### config.mk
export PLATFORM = sky130hd
export DESIGN_NAME = io_regs
export DESIGN_NICKNAME = d
export VERILOG_FILES = /design/src/hdl/dbus_pkg.sv /design/src/hdl/io_regs.sv
export SDC_FILE = /design/constraint.sdc
export NUM_CORES = 1
export LEC_CHECK = 0
export BUFFER_PORTS_ARGS = -buffer_cell sky130_fd_sc_hd__buf_2
export CAP_MARGIN = 20
export CORE_UTILIZATION = 32
export CTS_CLUSTER_DIAMETER = 100
export DETAILED_ROUTE_END_ITERATION = 8
export GPL_TIMING_DRIVEN = 0
export HOLD_SLACK_MARGIN = 0.1
export PLACE_DENSITY = 0.52
export SLEW_MARGIN = 15
export SYNTH_ARGS = -nofsm -noshare
export SYNTH_HDL_FRONTEND = slang
export SYNTH_SLANG_ARGS = --single-unit
### constraint.sdc
create_clock -name clk -period 4.5 [get_ports clk]
set_input_delay 0.675 -clock clk [delete_from_list [all_inputs] [get_ports clk]]
set_output_delay 0.675 -clock clk [all_outputs]
set_load 0.02 [all_outputs]
### src/hdl/dbus_pkg.sv
package dbus_pkg;

    // **************************************************
    // address map
    // **************************************************
    localparam logic [7:0]  REGION_RAM   = 8'h00;
    localparam logic [7:0]  REGION_FLASH = 8'h1e;
    localparam logic [23:0] PAGE_GPIO    = 24'h1fd004;
    localparam logic [23:0] PAGE_TICKER  = 24'h1fd005;

    localparam logic [7:0]  REG_GPIO_OUT = 8'h00;
    localparam logic [7:0]  REG_GPIO_IN  = 8'h04;

    // memory sizes and flash timing.
    localparam int RAM_WORDS   = 1024;
    localparam int FLASH_WORDS = 16;
    localparam int FLASH_WAIT  = 3;
    localparam int RAM_AW      = $clog2(RAM_WORDS);
    localparam int FLASH_AW    = $clog2(FLASH_WORDS);
    localparam int FLASH_CNT_W = $clog2(FLASH_WAIT + 1);

    // **************************************************
    // bus types
    // **************************************************
    typedef struct packed {
        logic [7:0]  region;
        logic [23:0] offset;
    } mem_addr_t;

    typedef struct packed {
        logic [23:0] page;
        logic [7:0]  index;
    } io_addr_t;

    // one word seen by memory or by i/o decode.
    typedef union packed {
        mem_addr_t mem;
        io_addr_t  io;
    } bus_addr_u;

    typedef struct packed {
        bus_addr_u   address;
        logic [3:0]  byte_en;
        logic        read;
        logic        write;
        logic [31:0] wdata;
    } bus_req_t;

endpackage

### src/hdl/io_regs.sv
`timescale 1ns/1ps

module io_regs import dbus_pkg::*; (
    input  logic        clk,
    input  logic        rst_i,
    input  bus_req_t    req_i,
    input  logic [31:0] gpio_pins_i,
    output logic [31:0] gpio_pins_o,
    output logic [31:0] rdata_o
);

    logic        gpio_page;
    logic        ticker_page;
    logic [31:0] gpio_meta;
    logic [31:0] gpio_sync;
    logic [31:0] ticker;

    assign gpio_page   = req_i.address.io.page == PAGE_GPIO;
    assign ticker_page = req_i.address.io.page == PAGE_TICKER;

    // **************************************************
    // gpio
    // **************************************************
    always_ff @(posedge clk) begin
        if (rst_i) begin
            gpio_pins_o <= 32'h0;
        end else if (req_i.write && gpio_page &&
                     req_i.address.io.index == REG_GPIO_OUT) begin
            for (int b = 0; b < 4; b++) begin
                if (req_i.byte_en[b]) begin
                    gpio_pins_o[8*b +: 8] <= req_i.wdata[8*b +: 8];
                end
            end
        end
    end

    // two flop synchronizer on the pins.
    always_ff @(posedge clk) begin
        gpio_meta <= gpio_pins_i;
        gpio_sync <= gpio_meta;
    end

    // **************************************************
    // ticker
    // **************************************************
    always_ff @(posedge clk) begin
        if (rst_i) begin
            ticker <= 32'h0;
        end else if (req_i.write && ticker_page) begin
            ticker <= req_i.wdata; // full word load.
        end else begin
            ticker <= ticker + 32'd1;
        end
    end

    // read mux.
    always_comb begin
        rdata_o = 32'h0;
        if (gpio_page) begin
            if (req_i.address.io.index == REG_GPIO_OUT) rdata_o = gpio_pins_o;
            else if (req_i.address.io.index == REG_GPIO_IN) rdata_o = gpio_sync;
        end else if (ticker_page) begin
            rdata_o = ticker;
        end
    end

endmodule

# --- Word level (Yosys, flattened, before mapping) ---
# Index checks and enable logic that the tools add are counted.
totals:
  ff_bits: 128
  input_bits: 104
  out_inout_bits: 64
  word_cells: 24
op_classes:
  n_addsub: 1
  n_eq_ne: 3
  n_mux: 5
  reduce_logical: 8
op_table:
  columns: ["operator", "n"]
  rows:
  - ["$mux 32", 5]
  - ["$eq 24x21->1 const B", 2]
  - ["$add 32x1->32 const B", 1]
  - ["$eq 8x3->1 const B", 1]
  - ["$logic_not 8->1", 1]
  - ["$reduce_and 2->1", 4]
  - ["$logic_and 1x1->1", 3]

# --- Depth between registers and ports, before layout ---
logic_depth:
  word_depth: 4
  mapped_depth: 7
  mapped_depth_nobuf: 6

# --- Worst setup path after synthesis ---
# No wires, ideal clock.
synth_timing:
  path_type: "input -> output"
  from: "in req_i[50] (netlist name)"
  to: "out rdata_o[0]"
  arrival_ns: 2.633
  required_time_ns: 3.825
  slack_ns: 1.192
  stages: 5
  path_buffers: 1
  cell_sequence: "or4b_1 nor4_4 nand2_1 buf_2 nor3_1"
synth_via:
  elab_chain_cells: 3
  elab_cells_between_ends: 4
  cone_classes: "2 x eq/ne; 2 x mux"
synth_rtl:
  columns: ["element", "line_no", "text"]
  rows:
  - ["from (decl)", "io_regs.sv:6", "input bus_req_t req_i,"]
  - ["$eq 24x21->1", "io_regs.sv:19", "assign ticker_page = req_i.address.io.page == PAGE_TICKER;"]
  - ["$mux 32", "io_regs.sv:62", "end else if (ticker_page) begin"]
  - ["$mux 32 (*)", "io_regs.sv:59", "if (gpio_page) begin"]
  - ["to (decl)", "io_regs.sv:9", "output logic [31:0] rdata_o"]
# Every way passes the cells marked *; elsewhere a longest branch is shown, timed or not.

# --- Final worst setup path ---
layout_timing:
  from: "in req_i[50] (netlist name)"
  to: "out rdata_o[15]"
# The elaborated chain is that of the path after synthesis.

==> metrics.yaml <==
start_util_pct: 32.6
min_period_over_period_pct: 82.2
grt.total_usage_pct: 19.2
postSynth.topFlopCell: "sky130_fd_sc_hd__dfxtp_1"
detail_route.first_pass.iterations: 4
h_tree_level_count: 4
io_buffers: 165
ir_worst_vdd_mv: 0.250
power.share.clock_pct: 50.1
power.share.sequential_pct: 45.7
area_growth_pct: 32.6
power.switching_fraction_pct: 20.9
fmax_achieved_ghz: 0.270
post-cts-setup-buffers: 0
mappedNetlistArea_um2: 4930
vias: 4307
async_flop_share_pct: 0
cts-hold-fix-buffers: 0
viasPerCell: 4.93
fin_hold_ws_ns: 0.324
die_x_um: 126
grt_pass1_vias: 4457
grt_antenna_before_repair: 0
timing.setup.critical_path_class: "input pin to output port"
status: "finished, final reports clean"
setup_violations: 0
worst_setup_path_end_kind: "output port"
placement_rows: 45
ctsResizeCount: 0
seq_area_frac_synth_pct: 51.9
routedWlPerCell_um: 16.9
hold_path_class: "flip-flop to flip-flop"
tritoncts: "done"
combPwrFrac_pct: 4.2
synth_cell_type_count: 36
fp.dieArea_um2: 15900
design.portCount: 168
power_density_normalized_to_cell_area_nw_per_um2: 394
timing.critical_path.arrival_ns: 3.02
design.core.area_um2: 15100
die_y_um: 126
max-slew-margin-rel_pct: 47.7
slew_violations: 0
drcViolationCount: 0
clock_tree_buffer_depth: 2
worst_setup_path_start_kind: "input pin"
finalWirelength_um: 14800
rsz_0062_raised_after_global_routing: "no"
synth_area_per_cell_um2: 10.1
finalHoldViolations: 0
tritoncts_num_sinks: 128
grt_overflow: 0
clk-insertion-delay-late_ns: 0.42
finalWorstPathRequiredPeriod_ns: 3.70
wire_length_of_the_first_global_routing_pass_um: 23400
gpl.final_weighted_congestion: 0.769
cts_clk_pin_slew_worst_paths_ns: 0.05
drt_iter0_drc: 201
synth_edf_count: 0
required_ns: 3.83
mappedNetlistNets: 595
detailedPlacementHpwl_um: 10900
critPathMaxFanout: 10
drive_gt1_share_pct: 29.9
intPower_mw: 2.04
fin_setup_tns_ns: 0
antenna_cells: 0
ys_seq_elements: 128
finish.net_count: 779
power.static_leakage_nw: 3.04
antenna_left: 0
total_power_mw: 2.58
syn_inst: 490
ys.warnings.count: 0
netSwitchingPower_mw: 0.539
final.setup_skew_ns: 0.0120
tightestPinTransition_ns: 0.778
maxCapViolCount: 0
pin_count_of_the_biggest_net_entering_global_routing: 17
clock_tree.root_cell: "sky130_fd_sc_hd__clkbuf_16"
cts_buffers: 17
[final timing paths]
check                 from       endpoint  slack [ns]  cells past startpoint
min          gpio_meta[22]  gpio_sync[22]        0.32                      0
max              req_i[50]    rdata_o[15]        0.80                      7
max reg2reg      ticker[9]     ticker[31]        2.18                      6
min reg2reg  gpio_meta[22]  gpio_sync[22]        0.32                      0
[routing by layer]
metal | wire [µm] | share of wire [%] | GRT usage (%) | vias up
met4 | 180 | 1.2 | 6.73 | 0
met3 | 710 | 4.8 | 5.01 | 15
met5 | 0 | 0 | 0 | -
met2 | 6970 | 47 | 31.7 | 137
li1 | - | - | - | 2142
met1 | 6900 | 47 | 24.2 | 2013
[cell families (layout without fill, tap and decap cells)]
| group | after synthesis | after routing | synth area share, % |
|---|---|---|---|
| xor+xnor | 29 | 29 | 5.15 |
| fa+ha+maj | 1 | 1 | 0.254 |
| mux | 33 | 33 | 6.69 |
| simple gates | 196 | 196 | 21.5 |
| buf+inv | 36 | 231 | 3.42 |
| flops | 128 | 128 | 51.9 |
| compound gates | 67 | 67 | 11.0 |
[power by group through the flow]
stage / combinational [mW] / clock, mW / sequential (mW)
after global placement: 0.110 / 0 / 1.20
after CTS: 0.112 / 1.32 / 1.18
after global routing: 0.121 / 1.37 / 1.18
after detailed placement: 0.111 / 0 / 1.20
after floorplan: 0.0429 / 0 / 1.20
final: 0.109 / 1.29 / 1.18
[synthesized netlist by cell type, types with 4 or more instances]
master / count / area (µm²)
sky130_fd_sc_hd__nand4_2: 4 / 50.1
sky130_fd_sc_hd__clkbuf_1: 24 / 90.1
sky130_fd_sc_hd__nor3_1: 34 / 170
sky130_fd_sc_hd__buf_6: 4 / 45.0
sky130_fd_sc_hd__and4_1: 5 / 43.8
sky130_fd_sc_hd__nand2_1: 9 / 33.8
sky130_fd_sc_hd__nand3_1: 12 / 60.1
sky130_fd_sc_hd__mux2i_1: 33 / 330
sky130_fd_sc_hd__and3_1: 6 / 37.5
sky130_fd_sc_hd__a221oi_1: 32 / 280
sky130_fd_sc_hd__xnor2_1: 9 / 78.8
sky130_fd_sc_hd__nand4_1: 11 / 68.8
sky130_fd_sc_hd__dfxtp_1: 128 / 2560
sky130_fd_sc_hd__nor2_1: 70 / 263
sky130_fd_sc_hd__nor2b_1: 31 / 194
sky130_fd_sc_hd__a211oi_1: 31 / 233
sky130_fd_sc_hd__xor2_1: 20 / 175
[cells in the final DEF, fill, tap and decap left out, drive strengths merged, types with 3 or more instances in the layout]
| master | Yosys | routed |
|---|---|---|
| and3 | 6 | 6 |
| inv | 3 | 3 |
| mux2i | 33 | 33 |
| xor2 | 20 | 20 |
| clkinv | 0 | 4 |
| clkbuf | 24 | 47 |
| buf | 9 | 174 |
| dfxtp | 128 | 128 |
| nor2 | 70 | 70 |
| xnor2 | 9 | 9 |
| nand3 | 12 | 12 |
| nor4 | 3 | 3 |
| nand2 | 9 | 9 |
| nor2b | 31 | 31 |
| a211oi | 32 | 32 |
| nand4 | 16 | 16 |
| a221oi | 32 | 32 |
| and4 | 5 | 5 |
| nor3 | 35 | 35 |
[worst max-delay path: stages]
cell                      delay (ns)
sky130_fd_sc_hd__buf_2          0.09
sky130_fd_sc_hd__or4b_1         0.57
sky130_fd_sc_hd__nor4_4         0.55
sky130_fd_sc_hd__nand2_1        0.32
sky130_fd_sc_hd__buf_2          0.30
sky130_fd_sc_hd__nor3_1         0.30
sky130_fd_sc_hd__buf_2          0.22
[registers in the layout, summed over array words and instances, names as in the netlist]
register,count
gpio_pins_o,32
gpio_meta,32
gpio_sync,32
ticker,32
[area by class of cell]
type | instances | area [µm²]
Timing Repair Buffer | 165 | 826
Clock inverter | 7 | 87.6
Multi-Input combinational cell | 326 | 2200
Clock buffer | 23 | 458
Tap cell | 188 | 235
Buffer | 33 | 158
Fill cell | 1517 | 8600
Inverter | 3 | 11.3
Sequential cell | 128 | 2560
[per-stage QoR]
stage	cell area, µm²	utilization (%)	setup WS (ns)	cells
3_5_place_dp	6000	39.6	0.734	843
4_1_cts	6540	43.2	0.729	873
6_report	6540	43.2	0.801	873
2_1_floorplan	4930	-	1.19	490
5_1_grt	6540	43.2	0.683	873
3_3_place_gp	6000	39.6	0.780	843
Note: power is estimated with default switching activity, not from simulation.
