<file path="config.mk">
export PLATFORM = sky130hd
export DESIGN_NAME = dbus
export DESIGN_NICKNAME = d
export VERILOG_FILES = /design/src/hdl/dbus_pkg.sv /design/src/hdl/dbus.sv
export SDC_FILE = /design/constraint.sdc
export NUM_CORES = 1
export LEC_CHECK = 0
export BUFFER_PORTS_ARGS = -buffer_cell sky130_fd_sc_hd__buf_4
export CAP_MARGIN = 20
export CORE_AREA = 2 2 161 163
export DETAILED_ROUTE_END_ITERATION = 8
export DIE_AREA = 0 0 163 165
export PLACE_DENSITY = 0.45
export SYNTH_ARGS = -nofsm -noshare
export SYNTH_HDL_FRONTEND = slang
export SYNTH_SLANG_ARGS = --single-unit
</file>
<file path="constraint.sdc">
create_clock -name vclk -period 2.3
set_input_delay 0 -clock vclk [all_inputs]
set_output_delay 0 -clock vclk [all_outputs]
set_load 0.005 [all_outputs]
</file>
<file path="src/hdl/dbus_pkg.sv">
package dbus_pkg;

    // **************************************************
    // address map
    // **************************************************
    localparam logic [7:0]  REGION_RAM   = 8'h00;
    localparam logic [7:0]  REGION_FLASH = 8'h1e;
    localparam logic [23:0] PAGE_GPIO    = 24'h1fd004;
    localparam logic [23:0] PAGE_TICKER  = 24'h1fd005;

    localparam logic [7:0]  REG_GPIO_OUT = 8'h00;
    localparam logic [7:0]  REG_GPIO_IN  = 8'h04;

    // memory sizes and flash timing.
    localparam int RAM_WORDS   = 1024;
    localparam int FLASH_WORDS = 16;
    localparam int FLASH_WAIT  = 3;
    localparam int RAM_AW      = $clog2(RAM_WORDS);
    localparam int FLASH_AW    = $clog2(FLASH_WORDS);
    localparam int FLASH_CNT_W = $clog2(FLASH_WAIT + 1);

    // **************************************************
    // bus types
    // **************************************************
    typedef struct packed {
        logic [7:0]  region;
        logic [23:0] offset;
    } mem_addr_t;

    typedef struct packed {
        logic [23:0] page;
        logic [7:0]  index;
    } io_addr_t;

    // one word seen by memory or by i/o decode.
    typedef union packed {
        mem_addr_t mem;
        io_addr_t  io;
    } bus_addr_u;

    typedef struct packed {
        bus_addr_u   address;
        logic [3:0]  byte_en;
        logic        read;
        logic        write;
        logic [31:0] wdata;
    } bus_req_t;

endpackage

</file>
<file path="src/hdl/dbus.sv">
`timescale 1ns/1ps

module dbus import dbus_pkg::*; (
    input  bus_req_t    req_i,

    output bus_req_t    ram_req_o,
    output bus_req_t    flash_req_o,
    output bus_req_t    io_req_o,

    input  logic [31:0] ram_rdata_i,
    input  logic [31:0] flash_rdata_i,
    input  logic [31:0] io_rdata_i,
    input  logic        ram_stall_i,
    input  logic        flash_stall_i,

    output logic [31:0] rdata_o,
    output logic        stall_o
);

    logic ram_sel;
    logic flash_sel;
    logic io_sel;

    // **************************************************
    // window decode
    // **************************************************
    // ram wins over flash and flash over i/o.
    always_comb begin
        ram_sel   = 1'b0;
        flash_sel = 1'b0;
        io_sel    = 1'b0;
        if (req_i.address.mem.region == REGION_RAM) begin
            ram_sel = 1'b1;
        end else if (req_i.address.mem.region == REGION_FLASH) begin
            flash_sel = 1'b1;
        end else if (req_i.address.io.page == PAGE_GPIO ||
                     req_i.address.io.page == PAGE_TICKER) begin
            io_sel = 1'b1; // io_regs splits both pages.
        end
    end

    // **************************************************
    // requests to slaves
    // **************************************************
    always_comb begin
        ram_req_o         = req_i;
        ram_req_o.read    = req_i.read & ram_sel;
        ram_req_o.write   = req_i.write & ram_sel;

        flash_req_o       = req_i;
        flash_req_o.read  = req_i.read & flash_sel;
        flash_req_o.write = req_i.write & flash_sel;

        io_req_o          = req_i;
        io_req_o.read     = req_i.read & io_sel;
        io_req_o.write    = req_i.write & io_sel;
    end

    // **************************************************
    // response back to master
    // **************************************************
    always_comb begin
        rdata_o = 32'h0; // unmapped reads zero.
        stall_o = 1'b0;
        if (ram_sel) begin
            rdata_o = ram_rdata_i;
            stall_o = ram_stall_i;
        end else if (flash_sel) begin
            rdata_o = flash_rdata_i;
            stall_o = flash_stall_i;
        end else if (io_sel) begin
            rdata_o = io_rdata_i; // never stalls.
        end
    end

endmodule

</file>
# == After elaboration in Yosys (flattened, before gate mapping) ==
# Index checks and enable logic that the tools add are counted.
# op_classes
n_reduce_logical,2
n_bitwise,6
mux,11
eq_ne,3
# ops
op,count
$mux W32,3
$eq A24 B21 Y1 const B,2
$eq A8 B5 Y1 const B,1
$logic_not A8 Y1,1
$mux W1,8
$and A1 B1 Y1,6
$logic_or A1 B1 Y1,1
# word_totals
word_cells,22
register_bits,0

# == Depth between registers and ports, before layout ==
# Gate-level depths: netlist (run 1).
# logic_depth
word_depth,8
depth_mapped,6
mapped_depth_nobuf,4

# == Worst setup path after synthesis (run 1) ==
# No wires, ideal clock.
# synth_path
path_kind,in2out
start,input req_i[47] (netlist name)
end,output rdata_o[20]
required_ns,2.300
path_buffers,1
path_stages,5
arrival_ns,1.075
setup_slack_ns,1.225
path_cell_list,or4_4 nor2_4 nand3_4 buf_6 o21ai_1
# synth_between
elab_chain_len,8
elab_cells_between_ends,9
# synth_rtl
element,line_no,rtl
"start, declared",dbus.sv:4,"input bus_req_t req_i,"
$eq A24 B21 Y1 (on tied branches),"dbus.sv:36, dbus.sv:37",
$logic_or A1 B1 Y1 *,dbus.sv:36,end else if (req_i.address.io.page == PAGE_GPIO ||
$mux W1 *,dbus.sv:36,
$mux W1 *,dbus.sv:34,end else if (req_i.address.mem.region == REGION_FLASH) begin
$mux W1 *,dbus.sv:32,if (req_i.address.mem.region == REGION_RAM) begin
$mux W32 *,dbus.sv:71,end else if (io_sel) begin
$mux W32 *,dbus.sv:68,end else if (flash_sel) begin
$mux W32 *,dbus.sv:65,if (ram_sel) begin
"end, declared",dbus.sv:16,"output logic [31:0] rdata_o,"
# Mark *: on every way between the ends. The rest lies on a longest branch, timed or not.

# == Worst setup path after layout (run 1) ==
# layout_path
start,input req_i[47] (netlist name)
end,output rdata_o[24]
# Same word-level chain as after synthesis.

==> results of run 1 <==
## synth_stat cells (2+ instances only)
master / n / area (um^2)
nor2_1: 6 / 22.5
buf_6: 6 / 67.6
a21oi_1: 2 / 10.0
nor4_1: 3 / 18.8
buf_4: 204 / 1530
o21ai_1: 29 / 145
nor3_1: 2 / 10.0
o21ai_0: 2 / 10.0
nand4_1: 2 / 12.5
buf_2: 4 / 20.0
and2_1: 2 / 12.5
nand2_1: 32 / 120
or4_4: 2 / 22.5
clkbuf_1: 3 / 11.3
inv_1: 2 / 7.51
a22oi_1: 31 / 233
## cells in the final DEF (no fill, tap or decap), drive strengths merged
cell type  Yosys  layout
a21oi          2       2
a22o           1       1
a22oi         31      31
and2           2       2
and4b          1       1
buf          214     234
inv            2       2
nand2         32      32
nand3          1       1
nand4          3       3
nor2           8       8
nor3           2       2
nor4           4       4
o21ai         31      31
or4            2       2
## layer usage
metal	global-route usage [%]	share of wire (%)
met1	5.49	32
met2	11.3	51
met3	1.81	12
met4	2.90	5.2
met5	0	0
## kinds of logic after synthesis
kind of cell / Yosys count / synth area share [%]
buffers and inverters: 219 / 69.5
and+or+nand+nor: 55 / 13.2
AOI/OAI and AO/OA: 65 / 17.3
## stage by stage
| step | hold WS [ps] | util [%] | cells | setup slack [ps] | power, mW |
|---|---|---|---|---|---|
| floorplan | 80.8 | - | 339 | 1220 | 0.313 |
| global placement | 0.0668 | 11.7 | 686 | 335 | 0.331 |
| detailed placement | 0.0668 | 11.7 | 686 | 363 | 0.330 |
| CTS | 0.0668 | 11.7 | 686 | 364 | 0.331 |
| global route | 0.0191 | 11.7 | 686 | 338 | 0.348 |
| finish | 0.00188 | 11.7 | 686 | 472 | 0.327 |
## worst paths after layout
check                 slack [ps]             to  cells past startpoint
worst max-delay path         470    rdata_o[24]                      6
worst min-delay path       0.002  ram_req_o[46]                      0
## power by group through the flow
stage	logic [mW]	clock network [mW]	registers (mW)
floorplan	0.313	0	0
global placement	0.331	0	0
detailed placement	0.330	0	0
CTS	0.331	0	0
global route	0.348	0	0
finish	0.327	0	0
## worst max-delay path: cells and delay by family
family / cells / cell delay, ps
buffers and inverters: 2 / 300
AND/OR/NAND/NOR: 3 / 1120
AO/OA/AOI/OAI: 1 / 390
## final cells by class
cell class | instances | area, um^2
fill | 2931 | 22100
inverter | 2 | 7.51
multi-input combinational | 120 | 722
tap | 330 | 413
timing repair buffer | 234 | 1780
==> results by group, run 1 <==
Routing
  • Vias per Instance: 3.06
  • Per-cell routed wire length: 13.3 um
  • Initial drt markers: 62
  • Number of vias in the routed layout: 2100
  • Final ANT Viol Nets: 0
  • 1st-pass router iterations: 4
  • Post-route DRC: 0
  • Routed wire length: 9130 um

Finish
  • Diode count: 0
  • Clkbuf count: 0
  • Sequential cell area: 0 um^2
  • Number of nets in the layout: 526
  • Area added between synthesis and finish: 24.1%
  • Fraction of layout instances using a drive strength above 1: 68.3%
  • Post-route cell area: 2920 um^2
  • Sequential cell count: 0

Worst hold path
  • Path class of the lowest-slack min-delay path: in -> out
  • Start point of the worst hold path: req_i[46]

Global route
  • Total congestion overflow: 0
  • Global-route usage over all layers: 5.81%
  • Maximum number of pins on one net before global-route repair: 34
  • Wire length of the first global-routing pass: 11800 um
  • Number of antenna violations at the first check in global routing: 0
  • Vias in the first global route: 1995

Worst setup path
  • Startpoint of the most critical setup path: req_i[47]
  • Critical Path Sink Type: output port
  • Cell repeated most along the worst path: buf_4
  • Largest stage delay on the critical path: 540 ps
  • Critical path cell sequence: buf_4 -> or4_4 -> nor2_4 -> nand3_4 -> o21ai_1 -> buf_4
  • Arrival time of data at the critical path endpoint: 1830 ps
  • Endpoint required time on the critical path: 2300 ps
  • Crit Path Category: in -> out
  • Maximum fanout count along the critical path: 33
  • Worst setup SP type: input pin
  • Slowest cell on the critical path: or4_4

Placed design
  • Number of input and output port buffers inserted: 231
  • Total cell area at the placement stage: 2920 um^2
  • Final Wtd Congestion: 0.714
  • Placed wire-length estimate after detailed placement: 7800 um

Floorplanning
  • Cell row count: 58
  • Standard cell core area: 25000 um^2
  • IO Count: 411
  • Floorplan die width: 163 um
  • Die ar.: 26900 um^2
  • Starting density of the core: 9.41%
  • Vert. Die Dim: 165 um

Timing
  • Tightest Pin Transition: 506 ps
  • Unrepaired setup endpoints after global routing: false
  • Number of hold violations in the final report: 0
  • Setup Viol. Count Final: 0
  • Final Cycle Share: 79.5%
  • Max-slew violation count: 0
  • Final min period: 1830 ps
  • Remaining max-slew budget at the tightest pin: 66.3%
  • Total Negative Setup Slacks: 0 ps
  • Achievable Freq: 547 MHz

Synth
  • Yosys warns: 0
  • Post-synth design cell area: 2360 um^2
  • Sequential element share of the synthesized area: 0%
  • Avg Cell Area, Syn: 6.95 um^2
  • Cells after synthesis: 339
  • Library cells used by synthesis: 23
  • Nets in the synthesized netlist: 507

Run
  • Max-capacitance violation count: 0

Pwr
  • Sequential Power Share: 0%
  • Peak VDD IR: 0.0000453 V
  • Leakage power of the design: 1.44 nW
  • Switching share of power: 33.4%
  • Clock power frac: 0%
  • Net switching power figure: 0.109 mW
  • Cell-internal power: 0.217 mW
  • Power density relative to cell area: 112 nW/um^2
  • Combinational power share: 100.0%

Clocking
  • Number of buffers inserted for hold repair after clock tree synthesis: 0
  • Setup Fix Bufs, Post-CTS: 0
  • Post_cts resized: 0

Status
  • Result of the run: complete, no violations
Note: power is estimated with default switching activity, not from simulation.
==> inputs of run 2 (changes only) <==
Settings changed: PLACE_DENSITY 0.45 to 0.46.
Clock period 2.3 ns to 1.66 ns, I/O delays scaled along.
==> run 2 against run 1 <==
Global-route usage grew 0.35 points. Sequential cell count is the same. Final cell count grew 0.87%. Setup slack lost 300 ps. Routed wire length grew 5.6%. Core utilization grew 0.25 points. Worst hold slack is essentially flat. Sequential share of layout area is the same. Via count grew 1.3%. Die area is the same. Total power grew 40%. First-iteration DRC count shrank 3.2%. Largest power group unchanged.
==> results by group, run 2 (synthesized netlist as in run 1, its figures left out) <==
Finish
  • Leading cell types in the layout, fill and taps excluded: buf_4 (237), nand2_1 (31), a22oi_1 (31)
  • Clkbuf count: 0 (unchanged)
  • Sequential cell count: 0 (unchanged)
  • Post-route cell area: 2990 um^2 (+2.2%)
  • Sequential cell area: 0 um^2 (unchanged)
  • Number of filler cells placed in the layout: 2923 (-0.27%)
  • Number of nets in the layout: 532 (+1.1%)
  • Fraction of layout instances using a drive strength above 1: 69.1% (+0.80 points)
  • Diode count: 0 (unchanged)
  • Area added between synthesis and finish: 26.8%
  • Most common cell after layout, fill and taps aside: buf_4

Global route
  • Number of antenna violations at the first check in global routing: 0 (unchanged)
  • Maximum number of pins on one net before global-route repair: 34 (unchanged)
  • Total congestion overflow: 0 (unchanged)
  • Global-route usage over all layers: 6.17% (+0.35 points)
  • Vias in the first global route: 2029 (+1.7%)
  • Wire length of the first global-routing pass: 12500 um (+5.9%)

Routing
  • Number of vias in the routed layout: 2127 (+1.3%)
  • Per-cell routed wire length: 13.9 um (+4.7%)
  • 1st-pass router iterations: 4 (unchanged)
  • Initial drt markers: 60 (-3.2%)
  • Vias per Instance: 3.07 (+0.41%)
  • Final ANT Viol Nets: 0 (unchanged)
  • Post-route DRC: 0 (unchanged)
  • Routed wire length: 9640 um (+5.6%)

Floorplanning
  • Floorplan die width: 163 um (unchanged)
  • Standard cell core area: 25000 um^2 (unchanged)
  • Cell row count: 58 (unchanged)
  • Die ar.: 26900 um^2 (unchanged)
  • Vert. Die Dim: 165 um (unchanged)
  • Starting density of the core: 9.41% (unchanged)
  • IO Count: 411 (unchanged)

Worst hold path
  • Start point of the worst hold path: req_i[2]
  • Path class of the lowest-slack min-delay path: in -> out
  • Count of cells along the worst hold path: 0 (unchanged)
  • Worst-case hold path end point: flash_req_o[2]

Run
  • Max-capacitance violation count: 0 (unchanged)

Timing
  • Hold WS: 0.00359 ps (+0.00171 ps)
  • Setup Viol. Count Final: 0 (unchanged)
  • Unrepaired setup endpoints after global routing: false
  • Achievable Freq: 670 MHz
  • Number of hold violations in the final report: 0 (unchanged)
  • Tightest Pin Transition: 438 ps (-67.8 ps)
  • Max-slew violation count: 0 (unchanged)
  • Remaining max-slew budget at the tightest pin: 70.5% (+4.3 points)
  • Final Cycle Share: 89.9%
  • Final min period: 1490 ps

Placed design
  • Total cell area at the placement stage: 2980 um^2 (+2.0%)
  • Final Wtd Congestion: 0.721 (+0.97%)
  • Placed wire-length estimate after detailed placement: 8050 um (+3.2%)
  • Number of input and output port buffers inserted: 231 (unchanged)

Status
  • Result of the run: complete, no violations

Worst setup path
  • Endpoint required time on the critical path: 1660 ps (-640 ps)
  • Maximum fanout count along the critical path: 15 (-55%)
  • Arrival time of data at the critical path endpoint: 1490 ps (-340 ps)
  • Worst setup SP type: input pin
  • Crit Path Category: in -> out
  • Critical Path Sink Type: output port

Clocking
  • Number of buffers inserted for hold repair after clock tree synthesis: 0 (unchanged)

Pwr
  • Peak VDD IR: 0.0000576 V (+27%)
  • Leakage power of the design: 1.48 nW (+2.4%)
  • Power density relative to cell area: 153 nW/um^2 (+37%)
-- run 2: changes by cell type in the layout (fill, tap and decap cells not counted) --
cell	previous run	this run
buf_4	232	237
nor4_1	3	2
nor4_2	0	1
buf_12	2	3
-- run 2: power by group --
group	total, mW	internal (mW)	switching, mW	leakage [nW]
clock	0	0	0	0
sequential	0	0	0	0
combinational	0.457	0.304	0.153	1.48
-- run 2: layout make-up --
type | count | area, um^2 | share of cell area (%)
Inverter | 2 | 7.51 | 0.251
Timing Repair Buffer | 240 | 1840 | 61.6
Multi-Input combinational cell | 120 | 728 | 24.4
Tap cell | 330 | 413 | 13.8
-- run 2: worst max path at each step --
stage,startpoint,to,slack [ps]
6_report,req_i[69],rdata_o[15],170
5_1_grt,req_i[63],rdata_o[15],90
4_1_cts,req_i[69],rdata_o[15],130
3_5_place_dp,req_i[69],rdata_o[15],-50
3_3_place_gp,req_i[69],rdata_o[15],-50
2_1_floorplan,req_i[47],rdata_o[20],580
-- run 2: worst max-delay path, stage by stage --
cell and delay, ps:
buf_4 150, or4_4 570, nor2_8 150, buf_4 240
a22oi_1 100, o21ai_1 130, buf_4 140
-- run 2: stage by stage --
step           total power [mW]  setup TNS, ps  instances  utilization, %  setup slack [ps]
3_3_place_gp              0.461          -54.6        692            11.9             -54.6
3_5_place_dp              0.462          -53.6        692            11.9             -53.6
6_report                  0.457              0        692            11.9               167
4_1_cts                   0.465              0        692            11.9               126
5_1_grt                   0.490              0        692            11.9              89.3
2_1_floorplan             0.433              0        339               -               585
-- run 2: repair_timing --
| action | CTS | global route |
|---|---|---|
| setup buffers | 0 | 0 |
| gates resized for setup | 1 | 0 |
| setup endpoints to repair | 1 | 0 |
-- run 2: routing by layer --
| layer | part of all wire, % | vias to the layer above | track usage (%) |
|---|---|---|---|
| li1 | - | 968 | - |
| met4 | 4.4 | 0 | 2.70 |
| met3 | 11 | 55 | 1.43 |
| met5 | 0 | - | 0 |
| met1 | 32 | 906 | 5.78 |
| met2 | 53 | 198 | 12.6 |
